--- config.mk ---
export PLATFORM = sky130hd
export DESIGN_NAME = core_top
export DESIGN_NICKNAME = d
export VERILOG_FILES = /design/src/source/isa_pkg.sv /design/src/source/pipe_pkg.sv /design/src/source/id_ex_if.sv /design/src/source/core_top.sv /design/src/source/exu_alu.sv /design/src/source/gpr_regfile.sv /design/src/source/idu_decode.sv /design/src/source/idu_id_pipe.sv /design/src/source/pipe_ctrl.sv
export VERILOG_INCLUDE_DIRS = /design/src /design/src/source
export SDC_FILE = /design/constraint.sdc
export NUM_CORES = 2
export LEC_CHECK = 0
export BUFFER_PORTS_ARGS = -buffer_cell sky130_fd_sc_hd__buf_2
export CORE_ASPECT_RATIO = 1.5
export CORE_MARGIN = 1
export CORE_UTILIZATION = 40
export CTS_CLUSTER_DIAMETER = 60
export DETAILED_ROUTE_END_ITERATION = 8
export SYNTH_ARGS = -nofsm -noshare
export SYNTH_HDL_FRONTEND = slang
export SYNTH_SLANG_ARGS = --single-unit
--- constraint.sdc ---
create_clock -name clk -period 16.3 [get_ports clk]
set_input_delay 1.63 -clock clk [delete_from_list [all_inputs] [get_ports clk]]
set_output_delay 1.63 -clock clk [all_outputs]
set_load 0.01 [all_outputs]
--- src/source/core_defines.svh ---
// global widths, control bus bit positions and trap vector, included by packages and RTL
`ifndef CORE_DEFINES_SVH
`define CORE_DEFINES_SVH

// datapath widths
`define INST_ADDR_WIDTH 32          // program counter
`define XLEN            32          // register and ALU data
`define REG_ADDR_WIDTH  5           // x0..x31

// stall/flush bus
`define CU_BUS_WIDTH    2
`define CU_FLUSH        0           // drop the instruction being loaded
`define CU_STALL        1           // hold the pipe register

// illegal instructions redirect here
`define TRAP_VEC        32'h0000_0100

`endif

--- src/source/isa_pkg.sv ---
// RV32I instruction formats and opcodes, used by the decoder to view one instruction word
`include "core_defines.svh"

package isa_pkg;

    typedef enum logic [6:0] {
        OPC_OP     = 7'b0110011,        // register-register
        OPC_OP_IMM = 7'b0010011,        // register-immediate
        OPC_LUI    = 7'b0110111,
        OPC_BRANCH = 7'b1100011
    } opcode_e;

    typedef struct packed {
        logic [6:0]                 funct7;
        logic [`REG_ADDR_WIDTH-1:0] rs2;
        logic [`REG_ADDR_WIDTH-1:0] rs1;
        logic [2:0]                 funct3;
        logic [`REG_ADDR_WIDTH-1:0] rd;
        opcode_e                    opcode;
    } r_type_t;

    typedef struct packed {
        logic [11:0]                imm;
        logic [`REG_ADDR_WIDTH-1:0] rs1;
        logic [2:0]                 funct3;
        logic [`REG_ADDR_WIDTH-1:0] rd;
        opcode_e                    opcode;
    } i_type_t;

    // branch offset is scattered across the word
    typedef struct packed {
        logic                       imm12;
        logic [5:0]                 imm10_5;
        logic [`REG_ADDR_WIDTH-1:0] rs2;
        logic [`REG_ADDR_WIDTH-1:0] rs1;
        logic [2:0]                 funct3;
        logic [3:0]                 imm4_1;
        logic                       imm11;
        opcode_e                    opcode;
    } b_type_t;

    typedef struct packed {
        logic [19:0]                imm31_12;
        logic [`REG_ADDR_WIDTH-1:0] rd;
        opcode_e                    opcode;
    } u_type_t;

    typedef union packed {
        r_type_t r;
        i_type_t i;
        b_type_t b;
        u_type_t u;
    } inst_u;

endpackage

--- src/source/pipe_pkg.sv ---
// decoded-control and stall/flush types shared by the pipeline stages
`include "core_defines.svh"

package pipe_pkg;

    typedef enum logic [2:0] {
        ALU_ADD    = 3'd0,
        ALU_SUB    = 3'd1,
        ALU_AND    = 3'd2,
        ALU_OR     = 3'd3,
        ALU_XOR    = 3'd4,
        ALU_PASS_B = 3'd5           // LUI result is the immediate
    } alu_op_e;

    typedef struct packed {
        alu_op_e alu_op;
        logic    use_imm;           // operand b from immediate
        logic    is_branch;
        logic    branch_ne;         // BNE when set, BEQ otherwise
    } dec_info_t;

    // indexed by CU_FLUSH and CU_STALL
    typedef logic [`CU_BUS_WIDTH-1:0] cu_bus_t;

endpackage

--- src/source/id_ex_if.sv ---
// one decoded instruction moving from decode towards execute, no handshake
`include "core_defines.svh"

interface id_ex_if;
    import pipe_pkg::*;

    logic                        inst_valid;
    logic [`INST_ADDR_WIDTH-1:0] inst_addr;
    logic                        illegal;
    logic                        reg_we;    // never set for rd == x0
    logic [`REG_ADDR_WIDTH-1:0]  rd;
    logic [`REG_ADDR_WIDTH-1:0]  rs1;
    logic [`REG_ADDR_WIDTH-1:0]  rs2;
    logic                        rs1_re;
    logic                        rs2_re;
    logic [`XLEN-1:0]            imm;       // already sign extended
    dec_info_t                   dec_info;

    modport src (output inst_valid, inst_addr, illegal, reg_we, rd,
                 output rs1, rs2, rs1_re, rs2_re, imm, dec_info);
    modport dst (input inst_valid, inst_addr, illegal, reg_we, rd,
                 input rs1, rs2, rs1_re, rs2_re, imm, dec_info);

endinterface

--- src/source/core_top.sv ---
// two-stage RV32I slice top, instruction in from an external fetch unit, writeback out
`include "core_defines.svh"

module core_top (
    input  logic                        clk,
    input  logic                        rst_n_i,
    input  logic                        inst_valid_i,
    input  logic [`INST_ADDR_WIDTH-1:0] inst_addr_i,
    input  isa_pkg::inst_u              inst_i,
    input  logic                        hold_i,
    output logic                        wb_we_o,
    output logic [`REG_ADDR_WIDTH-1:0]  wb_waddr_o,
    output logic [`XLEN-1:0]            wb_wdata_o,
    output logic                        redirect_o,
    output logic [`INST_ADDR_WIDTH-1:0] redirect_addr_o,
    output logic [`INST_ADDR_WIDTH-1:0] trap_pc_o
);
    import pipe_pkg::*;

    cu_bus_t                     stall_flag;
    logic                        ex_commit;
    logic [`REG_ADDR_WIDTH-1:0]  raddr1;
    logic [`REG_ADDR_WIDTH-1:0]  raddr2;
    logic [`XLEN-1:0]            rdata1;
    logic [`XLEN-1:0]            rdata2;
    logic                        branch_taken;
    logic [`INST_ADDR_WIDTH-1:0] branch_target;
    logic                        trap;
    logic [`INST_ADDR_WIDTH-1:0] trap_pc;

    id_ex_if dec_bus ();    // decode to pipe register
    id_ex_if ex_bus ();     // pipe register to execute

    idu_decode u_decode (
        .inst_addr_i  (inst_addr_i),
        .inst_i       (inst_i),
        .inst_valid_i (inst_valid_i),
        .dec          (dec_bus.src)
    );

    idu_id_pipe u_id_pipe (
        .clk          (clk),
        .rst_n_i      (rst_n_i),
        .stall_flag_i (stall_flag),
        .dec          (dec_bus.dst),
        .ex           (ex_bus.src)
    );

    gpr_regfile u_regfile (
        .clk      (clk),
        .rst_n_i  (rst_n_i),
        .raddr1_i (raddr1),
        .raddr2_i (raddr2),
        .rdata1_o (rdata1),
        .rdata2_o (rdata2),
        .we_i     (wb_we_o),
        .waddr_i  (wb_waddr_o),
        .wdata_i  (wb_wdata_o)
    );

    exu_alu u_exu (
        .ex              (ex_bus.dst),
        .ex_commit_i     (ex_commit),
        .rdata1_i        (rdata1),
        .rdata2_i        (rdata2),
        .raddr1_o        (raddr1),
        .raddr2_o        (raddr2),
        .wb_we_o         (wb_we_o),
        .wb_waddr_o      (wb_waddr_o),
        .wb_wdata_o      (wb_wdata_o),
        .branch_taken_o  (branch_taken),
        .branch_target_o (branch_target),
        .trap_o          (trap),
        .trap_pc_o       (trap_pc)
    );

    pipe_ctrl u_ctrl (
        .clk             (clk),
        .rst_n_i         (rst_n_i),
        .hold_i          (hold_i),
        .branch_taken_i  (branch_taken),
        .branch_target_i (branch_target),
        .trap_i          (trap),
        .trap_pc_i       (trap_pc),
        .stall_flag_o    (stall_flag),
        .ex_commit_o     (ex_commit),
        .redirect_o      (redirect_o),
        .redirect_addr_o (redirect_addr_o),
        .trap_pc_o       (trap_pc_o)
    );

endmodule

--- src/source/exu_alu.sv ---
// execute stage with operand read, ALU, branch resolution and writeback of one instruction
`include "core_defines.svh"

module exu_alu (
    id_ex_if.dst                        ex,
    input  logic                        ex_commit_i,
    input  logic [`XLEN-1:0]            rdata1_i,
    input  logic [`XLEN-1:0]            rdata2_i,
    output logic [`REG_ADDR_WIDTH-1:0]  raddr1_o,
    output logic [`REG_ADDR_WIDTH-1:0]  raddr2_o,
    output logic                        wb_we_o,
    output logic [`REG_ADDR_WIDTH-1:0]  wb_waddr_o,
    output logic [`XLEN-1:0]            wb_wdata_o,
    output logic                        branch_taken_o,
    output logic [`INST_ADDR_WIDTH-1:0] branch_target_o,
    output logic                        trap_o,
    output logic [`INST_ADDR_WIDTH-1:0] trap_pc_o
);
    import pipe_pkg::*;

    logic             commit;
    logic [`XLEN-1:0] op_a;
    logic [`XLEN-1:0] op_b;
    logic [`XLEN-1:0] rs2_val;
    logic [`XLEN-1:0] result;
    logic             src_eq;

    assign raddr1_o = ex.rs1;
    assign raddr2_o = ex.rs2;

    assign op_a    = ex.rs1_re ? rdata1_i : '0;
    assign rs2_val = ex.rs2_re ? rdata2_i : '0;
    assign op_b    = ex.dec_info.use_imm ? ex.imm : rs2_val;

    always_comb begin
        case (ex.dec_info.alu_op)
            ALU_ADD:    result = op_a + op_b;
            ALU_SUB:    result = op_a - op_b;
            ALU_AND:    result = op_a & op_b;
            ALU_OR:     result = op_a | op_b;
            ALU_XOR:    result = op_a ^ op_b;
            ALU_PASS_B: result = op_b;
            default:    result = '0;
        endcase
    end

    assign commit = ex_commit_i & ex.inst_valid;  // held or bubble does nothing
    assign src_eq = (op_a == rs2_val);

    assign wb_we_o    = commit & ex.reg_we & ~ex.illegal;
    assign wb_waddr_o = ex.rd;
    assign wb_wdata_o = result;

    assign branch_taken_o  = commit & ex.dec_info.is_branch & ~ex.illegal &
                             (src_eq ^ ex.dec_info.branch_ne);
    assign branch_target_o = ex.inst_addr + ex.imm;

    assign trap_o    = commit & ex.illegal;
    assign trap_pc_o = ex.inst_addr;  // live address that pipe_ctrl latches

endmodule

--- src/source/gpr_regfile.sv ---
// general purpose registers x0..x31, read combinationally in execute, written at cycle end
`include "core_defines.svh"

module gpr_regfile (
    input  logic                       clk,
    input  logic                       rst_n_i,
    input  logic [`REG_ADDR_WIDTH-1:0] raddr1_i,
    input  logic [`REG_ADDR_WIDTH-1:0] raddr2_i,
    output logic [`XLEN-1:0]           rdata1_o,
    output logic [`XLEN-1:0]           rdata2_o,
    input  logic                       we_i,
    input  logic [`REG_ADDR_WIDTH-1:0] waddr_i,
    input  logic [`XLEN-1:0]           wdata_i
);

    logic [`XLEN-1:0] regs [2**`REG_ADDR_WIDTH];

    always_ff @(posedge clk or negedge rst_n_i) begin
        if (!rst_n_i) begin
            for (int i = 0; i < 2**`REG_ADDR_WIDTH; i++) begin
                regs[i] <= '0;
            end
        end else if (we_i) begin
            regs[waddr_i] <= wdata_i;   // decoder never asserts we for x0
        end
    end

    assign rdata1_o = (raddr1_i == '0) ? '0 : regs[raddr1_i];
    assign rdata2_o = (raddr2_i == '0) ? '0 : regs[raddr2_i];

endmodule

--- src/source/idu_decode.sv ---
// combinational RV32I subset decoder feeding the decode-to-execute register
`include "core_defines.svh"

module idu_decode (
    input  logic [`INST_ADDR_WIDTH-1:0] inst_addr_i,
    input  isa_pkg::inst_u              inst_i,
    input  logic                        inst_valid_i,
    id_ex_if.src                        dec
);
    import isa_pkg::*;
    import pipe_pkg::*;

    logic legal;
    logic writes_rd;

    always_comb begin
        legal         = 1'b0;
        writes_rd     = 1'b0;
        dec.rd        = '0;
        dec.rs1       = '0;
        dec.rs2       = '0;
        dec.rs1_re    = 1'b0;
        dec.rs2_re    = 1'b0;
        dec.imm       = '0;
        dec.dec_info  = '0;

        case (inst_i.r.opcode)       // opcode sits at the same bits in every view
            OPC_OP: begin
                dec.rd     = inst_i.r.rd;
                dec.rs1    = inst_i.r.rs1;
                dec.rs2    = inst_i.r.rs2;
                dec.rs1_re = 1'b1;
                dec.rs2_re = 1'b1;
                writes_rd  = 1'b1;
                legal      = 1'b1;
                case ({inst_i.r.funct7, inst_i.r.funct3})
                    {7'h00, 3'h0}: dec.dec_info.alu_op = ALU_ADD;
                    {7'h20, 3'h0}: dec.dec_info.alu_op = ALU_SUB;
                    {7'h00, 3'h7}: dec.dec_info.alu_op = ALU_AND;
                    {7'h00, 3'h6}: dec.dec_info.alu_op = ALU_OR;
                    {7'h00, 3'h4}: dec.dec_info.alu_op = ALU_XOR;
                    default:       legal = 1'b0;
                endcase
            end
            OPC_OP_IMM: begin
                dec.rd               = inst_i.i.rd;
                dec.rs1              = inst_i.i.rs1;
                dec.rs1_re           = 1'b1;
                dec.imm              = {{20{inst_i.i.imm[11]}}, inst_i.i.imm};
                dec.dec_info.use_imm = 1'b1;
                writes_rd            = 1'b1;
                legal                = (inst_i.i.funct3 == 3'h0); // ADDI only
            end
            OPC_LUI: begin
                dec.rd               = inst_i.u.rd;
                dec.imm              = {inst_i.u.imm31_12, 12'h000};
                dec.dec_info.alu_op  = ALU_PASS_B;
                dec.dec_info.use_imm = 1'b1;
                writes_rd            = 1'b1;
                legal                = 1'b1;
            end
            OPC_BRANCH: begin
                dec.rs1    = inst_i.b.rs1;
                dec.rs2    = inst_i.b.rs2;
                dec.rs1_re = 1'b1;
                dec.rs2_re = 1'b1;
                dec.imm    = {{19{inst_i.b.imm12}}, inst_i.b.imm12, inst_i.b.imm11,
                              inst_i.b.imm10_5, inst_i.b.imm4_1, 1'b0};
                dec.dec_info.is_branch = 1'b1;
                dec.dec_info.branch_ne = inst_i.b.funct3[0];
                legal      = (inst_i.b.funct3[2:1] == 2'b00); // BEQ, BNE
            end
            default: legal = 1'b0;
        endcase
    end

    assign dec.inst_valid = inst_valid_i;
    assign dec.inst_addr  = inst_addr_i;
    assign dec.illegal    = ~legal;
    assign dec.reg_we     = legal & writes_rd & (dec.rd != '0); // x0 writes dropped here

endmodule

--- src/source/idu_id_pipe.sv ---
// decode-to-execute pipeline register, holds on stall and loads a bubble on flush
`include "core_defines.svh"

module idu_id_pipe (
    input  logic             clk,
    input  logic             rst_n_i,
    input  pipe_pkg::cu_bus_t stall_flag_i,
    id_ex_if.dst             dec,
    id_ex_if.src             ex
);

    logic flush_en;
    logic stall_en;

    assign flush_en = stall_flag_i[`CU_FLUSH];
    assign stall_en = stall_flag_i[`CU_STALL];

    // register addresses travel on, the register file is read in execute
    always_ff @(posedge clk or negedge rst_n_i) begin
        if (!rst_n_i) begin
            ex.inst_valid <= 1'b0;
            ex.inst_addr  <= '0;
            ex.illegal    <= 1'b0;
            ex.reg_we     <= 1'b0;
            ex.rd         <= '0;
            ex.rs1        <= '0;
            ex.rs2        <= '0;
            ex.rs1_re     <= 1'b0;
            ex.rs2_re     <= 1'b0;
            ex.imm        <= '0;
            ex.dec_info   <= '0;
        end else if (!stall_en) begin
            ex.inst_valid <= flush_en ? 1'b0 : dec.inst_valid;  // wrong path dropped
            ex.inst_addr  <= flush_en ? '0 : dec.inst_addr;
            ex.illegal    <= flush_en ? 1'b0 : dec.illegal;
            ex.reg_we     <= flush_en ? 1'b0 : dec.reg_we;
            ex.rd         <= flush_en ? '0 : dec.rd;
            ex.rs1        <= flush_en ? '0 : dec.rs1;
            ex.rs2        <= flush_en ? '0 : dec.rs2;
            ex.rs1_re     <= flush_en ? 1'b0 : dec.rs1_re;
            ex.rs2_re     <= flush_en ? 1'b0 : dec.rs2_re;
            ex.imm        <= flush_en ? '0 : dec.imm;
            ex.dec_info   <= flush_en ? '0 : dec.dec_info;
        end
    end

endmodule

--- src/source/pipe_ctrl.sv ---
// pipeline control with stall/flush bus, commit enable, redirect select and trap address latch
`include "core_defines.svh"

module pipe_ctrl (
    input  logic                        clk,
    input  logic                        rst_n_i,
    input  logic                        hold_i,
    input  logic                        branch_taken_i,
    input  logic [`INST_ADDR_WIDTH-1:0] branch_target_i,
    input  logic                        trap_i,
    input  logic [`INST_ADDR_WIDTH-1:0] trap_pc_i,
    output pipe_pkg::cu_bus_t           stall_flag_o,
    output logic                        ex_commit_o,
    output logic                        redirect_o,
    output logic [`INST_ADDR_WIDTH-1:0] redirect_addr_o,
    output logic [`INST_ADDR_WIDTH-1:0] trap_pc_o
);

    assign stall_flag_o[`CU_STALL] = hold_i;
    assign stall_flag_o[`CU_FLUSH] = (branch_taken_i | trap_i) & ~hold_i;
    assign ex_commit_o             = ~hold_i;

    // trap takes priority over the branch target
    assign redirect_o      = branch_taken_i | trap_i;
    assign redirect_addr_o = trap_i ? `TRAP_VEC : branch_target_i;

    always_ff @(posedge clk or negedge rst_n_i) begin
        if (!rst_n_i) begin
            trap_pc_o <= '0;
        end else if (trap_i) begin
            trap_pc_o <= trap_pc_i;     // address of the illegal instruction
        end
    end

endmodule

# Word-level counts from Yosys, hierarchy flattened
# Index checks and enable logic that the tools add are counted.
dict set report totals {
  inputBits 68
  reg_bits 1146
}
dict set report op_classes {
  n_reduce_logical 13
  eq_ne 14
  n_bitwise 21
  muxes 40
  magnitude_cmp 4
  n_addsub 3
}
# cell count
set op_table {}
lappend op_table {{1024-bit bitwise mux} 1}
lappend op_table {{32-bit two-way mux} 13}
lappend op_table {{32-bit binary-select mux with 5-bit select} 2}
lappend op_table {{32-bit one-hot mux with 6 select lines} 1}
lappend op_table {{32-bit demux with 5-bit select} 1}
lappend op_table {{32-bit one-hot mux with 3 select lines} 1}
lappend op_table {{32-bit adder} 2}
lappend op_table {{32-bit bitwise AND} 1}
lappend op_table {{32-bit == test} 1}
lappend op_table {{32-bit OR} 1}
lappend op_table {{32-bit subtractor} 1}
lappend op_table {{32-bit bitwise XOR} 1}
lappend op_table {{10-bit by 3-bit == test with 1-bit output (second input constant)} 3}
lappend op_table {{5-bit two-way mux} 6}
lappend op_table {{6-bit >= comparator (second input constant)} 3}
lappend op_table {{5-bit inverter with 6-bit output} 3}
lappend op_table {{7-bit by 6-bit == test with 1-bit output (second input constant)} 2}
lappend op_table {{3-bit one-hot mux with 4 select lines} 1}
lappend op_table {{1-bit bitwise AND} 10}
lappend op_table {{10-bit by 9-bit == test with 1-bit output (second input constant)} 1}
lappend op_table {{10-bit zero test} 1}
lappend op_table {{5-bit zero test} 2}
lappend op_table {{1-bit two-way mux} 10}
lappend op_table {{7-bit by 5-bit == test with 1-bit output (second input constant)} 1}
lappend op_table {{other kinds (19)} 26}

# Depth between registers and ports, before layout
dict set report depth {
  depth_word 12
  mapped_depth 31
  depth_no_buf 25
}

# Hierarchy
# Synthesis repeated with hierarchy kept, for this count alone.
dict set report unflattened {
  hier_cells 5402
  area_unflattened_um2 68922.4
}
# module seq_area_each_um2 area_per_inst_um2 instances cells_each
set modules_own_cells {}
lappend modules_own_cells {gpr_regfile 25624.6 55041.5 1 3617}
lappend modules_own_cells {exu_alu 0.0 7587.3 1 1164}
lappend modules_own_cells {idu_id_pipe 2252.2 3893.7 1 389}
lappend modules_own_cells {pipe_ctrl 800.8 1461.4 1 107}
lappend modules_own_cells {idu_decode 0.0 938.4 1 125}

# Worst setup path after synthesis
# No wires, ideal clock.
dict set report synth_timing {
  path_kind {register to output}
  from {register u_id_pipe.ex.rs2[0]}
  to {output port wb_wdata_o[29]}
  path_stages_with_launch 28
  path_slack_ns 8.372
  t_arrival_ns 6.298
  required_time_ns 14.670
  cell_sequence {dfrtp_1 > buf_6 > buf_2 > mux4_2 > a22o_1 > a2111oi_0 > a311o_1 > nor2_1 > a21oi_1 > ha_1 > nor2b_1 > nand2_1 > nand3b_1 > or2_2 > clkbuf_1 > o31ai_1 > xnor2_1 > ha_1 > nand3_1 > or3_1 > a21oi_1 > o21ai_0 > o21ai_0 > a211oi_1 > or3_1 > a21oi_1 > clkbuf_1 > inv_1}
}
dict set report synth_via {
  elab_chain_len 9
  word_cells_on_any_way 14
}
# item line
set synth_rtl {}
lappend synth_rtl {{from (decl)} id_ex_if.sv:20} ;# output rs1, rs2, rs1_re, rs2_re, imm, dec_info);
lappend synth_rtl {{5-bit inverter with 6-bit output (implied by the code)} gpr_regfile.sv:29} ;# assign rdata2_o = (raddr2_i == '0) ? '0 : regs[raddr2_i];
lappend synth_rtl {{32-bit binary-select mux with 5-bit select} gpr_regfile.sv:29}
lappend synth_rtl {{32-bit two-way mux (implied by the code) (2 in series)} gpr_regfile.sv:29}
lappend synth_rtl {{32-bit two-way mux (*)} gpr_regfile.sv:29}
lappend synth_rtl {{32-bit two-way mux (*)} exu_alu.sv:32} ;# assign rs2_val = ex.rs2_re ? rdata2_i : '0;
lappend synth_rtl {{32-bit two-way mux (*)} exu_alu.sv:33} ;# assign op_b = ex.dec_info.use_imm ? ex.imm : rs2_val;
lappend synth_rtl {{32-bit subtractor (tied with other cells)} exu_alu.sv:38} ;# ALU_SUB: result = op_a - op_b;
lappend synth_rtl {{32-bit one-hot mux with 6 select lines (*)} exu_alu.sv:36} ;# case (ex.dec_info.alu_op)
lappend synth_rtl {{to (decl)} core_top.sv:13} ;# output logic [`XLEN-1:0] wb_wdata_o,
# Mark *: on every way between the ends. The rest lies on a longest branch, timed or not. The select of a mux whose other input is x is not followed.

# Worst setup path in the final report
dict set report layout_timing {
  from {register u_id_pipe.ex.rs2[2]}
  to {output port wb_wdata_o[29]}
}
# The elaborated chain is that of the path after synthesis.

==> impl_results.md <==
- WP data required: around 15 ns
- EDFF count, synth: 0
- Drt first-iter violations: about 5600
- Die area: approximately 160000 um^2
- CP delay by family, top: compound AO/OA/AOI/OAI gates
- Detailed-route via count: 52743
- Die span in x: 331 um
- Sequential-to-total area share from yosys stat: 0.440
- Clock Skews: 0.0310 ns
- GRT Util Overall: 0.310
- First-pass GRT wire length: roughly 370 mm
- Critical path launch point type: flop
- Hpwl dp: between 150 and 200 mm
- Largest net degree at the start of global routing: between 150 and 200
- Layout area overhead: 9.58%
- Core area: between 150000 and 200000 um^2
- Post-synthesis cell type count: about 100
- Initial antenna violation count: 16
- Setup TNS: 0 ns
- Period utilization: 0.702
- Initial Util: 0.402
- TritonCTS clock tree: done
- Post-Route WL: 257 mm
- Number of global-route vias before repair: between 50000 and 60000
- Routed WL per cell: 30.2 um
- Slew margin rel.: 0.176
- Final GP Congestion: 1.03
- Commonest non-fill, non-tap cell in the layout: dfrtp_1
- Status: finished, violations left
- Drt first pass iters: 7
- Final Hold Vio Count: 0
- Synth async-reset ratio: 1.00
- Slew Viols, Final: 0
- Min-delay src: u_ctrl.trap_pc_o[27]$_DFFE_PN0P_
- Post-Syn Area: 65100 um^2
- Worst min path class: reg2reg
- Pwr dens: just over 90 nW/um^2
- Worst skew pair latency: about 0.75 ns
- Pwr Total: between 6 and 7 mW
- RSZ-0062 raised after global routing: no
- CTS buffer count: 110
- CTS clk-pin slew, worst paths: approximately 0.070 ns
- Top cell type's share of synthesized area: 0.440
- Clk buf depth: 3
- Synth Warn #: 0
- Post-synth top area cell: dfrtp_1
- Critical R2R Launch: u_id_pipe.ex.rs2[2]$_DFFE_PN0N_
- Hold_buf cts: 0
- Post-route minimum period: 11.44 ns
- Layout Nets: approximately 6500
- I/O Buffers: between 150 and 200
- Worst-Margin Slew: roughly 1.2 ns
- CTS Sinks: roughly 1100
- Crit path top cell by count: buf_4
- CP max stage cell: buf_4
- Ports: ~170
- Syn_area_per_cell: about 10 um^2
- VDD IR-drop max: 76.6 uV
- CP max stage delay: a little under 0.8 ns
- Die span in y: 496 um
- Buf/Inv on CP: 5
- Max Cap Viol: 0
- Root Buffer: clkbuf_16
- Htree depth: 3
- Critical-path maximum fanout: 52
- Layout filler cell count: between 15000 and 20000
- Setup Fix Bufs, Post-CTS: 0
- Commonest non-fill, non-tap cells in the layout: dfrtp_1 (1137), nand2_1 (1136), o21ai_0 (949)
- Syn nets: about 6600
- Mapped Cells: 6404
- Vias per cell: between 6 and 7
- Synth area leaders: dfrtp_1 (44%), mux4_2 (14%), o21ai_0 (7.3%)
- Setup Crit Path Kind: reg2out
- Top FF cell, synth: dfrtp_1
- CP Launch Point: u_id_pipe.ex.rs2[2]$_DFFE_PN0N_
- Share of layout cells above drive strength 1: 0.174
- Cts repair resizes: 0
- Failing checks: design-rule violations
- Leakage: about 30 nW
- Final setup vio count: 0
- FF+latch area: 28700 um^2
- Area occupied by multi-input gates: ~33000 um^2
- #FFs+latches synth: approximately 1100
- Grt ovf: 0
- Data arrival, critical path: around 9.8 ns
- Number of remaining DRC errors: 4
- Post-DRT Antenna Nets: 0
- Rows: approximately 180
- Achievable Freq: 87.4 MHz
- Crit end category: primary output
==> flip-flops by register name, summed over array words and instances (netlist names), 5 cells and up <==
| name | flops |
|---|---|
| u_id_pipe.ex.inst_addr | 32 |
| u_id_pipe.ex.dec_info | 6 |
| u_regfile.regs | 1024 |
| u_id_pipe.ex.rs1 | 5 |
| u_ctrl.trap_pc_o | 32 |
| u_id_pipe.ex.rd | 5 |
| u_id_pipe.ex.imm | 32 |
| u_id_pipe.ex.rs2 | 5 |
==> worst reg2reg max path: cells and delay by family, from the launching register on <==
family | cells | cell delay (ns)
compound gates | 12 | 3.72
xor+xnor | 1 | 0.10
fa+ha+maj | 1 | 0.37
buf+inv | 3 | 1.78
flops | 1 | 0.57
mux | 1 | 0.44
simple gates | 6 | 1.93
==> area by class of cell <==
cell class              instances  share of cell area
diodes                         11            0.000386
clock buffers                 158              0.0448
multi-input cells            4523               0.469
inverters                     170             0.00898
clock inverters                43             0.00677
repair buffers                341              0.0315
flip-flops and latches       1146               0.402
well taps                    2104              0.0369
==> layer usage <==
metal  GRT usage  routed length, um  vias to the layer above
li1            -                  -                    22802
met1       0.365              93800                    26510
met4       0.243              23000                       10
met3      0.0649              21300                      822
met2       0.497             119000                     2599
met5           0                 76                        -
==> final timing paths <==
check	endpoint	slack, ns	depth (start not counted)
setup reg to reg	u_regfile.regs[221]$_DFFE_PN0P_	7.23	24
setup / recovery	wb_wdata_o[29]	4.86	25
hold reg to reg	u_ctrl.trap_pc_o[27]$_DFFE_PN0P_	0.47	2
hold / removal	u_ctrl.trap_pc_o[27]$_DFFE_PN0P_	0.47	2
max in group asynchronous	u_regfile.regs[582]$_DFFE_PN0P_	11.35	5
min in group asynchronous	u_regfile.regs[692]$_DFFE_PN0P_	1.01	1
==> per-stage QoR <==
stage | hold slack [ns] | setup slack, ns | std cells | utilization | cell area (um^2)
global placement | 0.452 | 5.82 | 8284 | 0.418 | 67700
global route | 0.484 | 4.56 | 8488 | 0.441 | 71400
floorplan | 0.444 | 8.37 | 6404 | - | 65100
CTS | 0.473 | 5.05 | 8485 | 0.441 | 71300
detailed placement | 0.458 | 5.87 | 8284 | 0.418 | 67700
finish | 0.470 | 4.86 | 8496 | 0.441 | 71400
==> cells by family after synthesis <==
logic type      synth area share
flops                      0.440
mux                        0.198
buf+inv                   0.0513
compound gates             0.155
fa+ha+maj                 0.0250
simple gates               0.118
xor+xnor                  0.0130
==> report_power, final <==
part           total, mW  switching [mW]  internal [mW]
combinational      0.914           0.656          0.258
sequential          2.93          0.0411           2.89
clock               2.68            1.18           1.50
==> Yosys cell counts, types with 24 or more instances <==
| cell type | count |
|---|---|
| inv_1 | 162 |
| dfrtp_1 | 1146 |
| mux4_2 | 416 |
| nor2_1 | 365 |
| o21ai_0 | 949 |
| xnor2_1 | 70 |
| ha_1 | 127 |
| nand3_1 | 37 |
| buf_6 | 43 |
| nor3_1 | 32 |
| nor2b_1 | 30 |
| mux2i_1 | 280 |
| a22oi_1 | 89 |
| mux2_2 | 33 |
| o22ai_1 | 79 |
| a21oi_1 | 268 |
| nand4_1 | 29 |
| o31ai_1 | 24 |
| buf_4 | 24 |
| xor2_1 | 27 |
| buf_1 | 28 |
| clkbuf_1 | 394 |
| mux2_1 | 30 |
| a21o_1 | 32 |
| nand2_1 | 1166 |
| buf_2 | 68 |
Note: power is estimated with default switching activity, not from simulation.
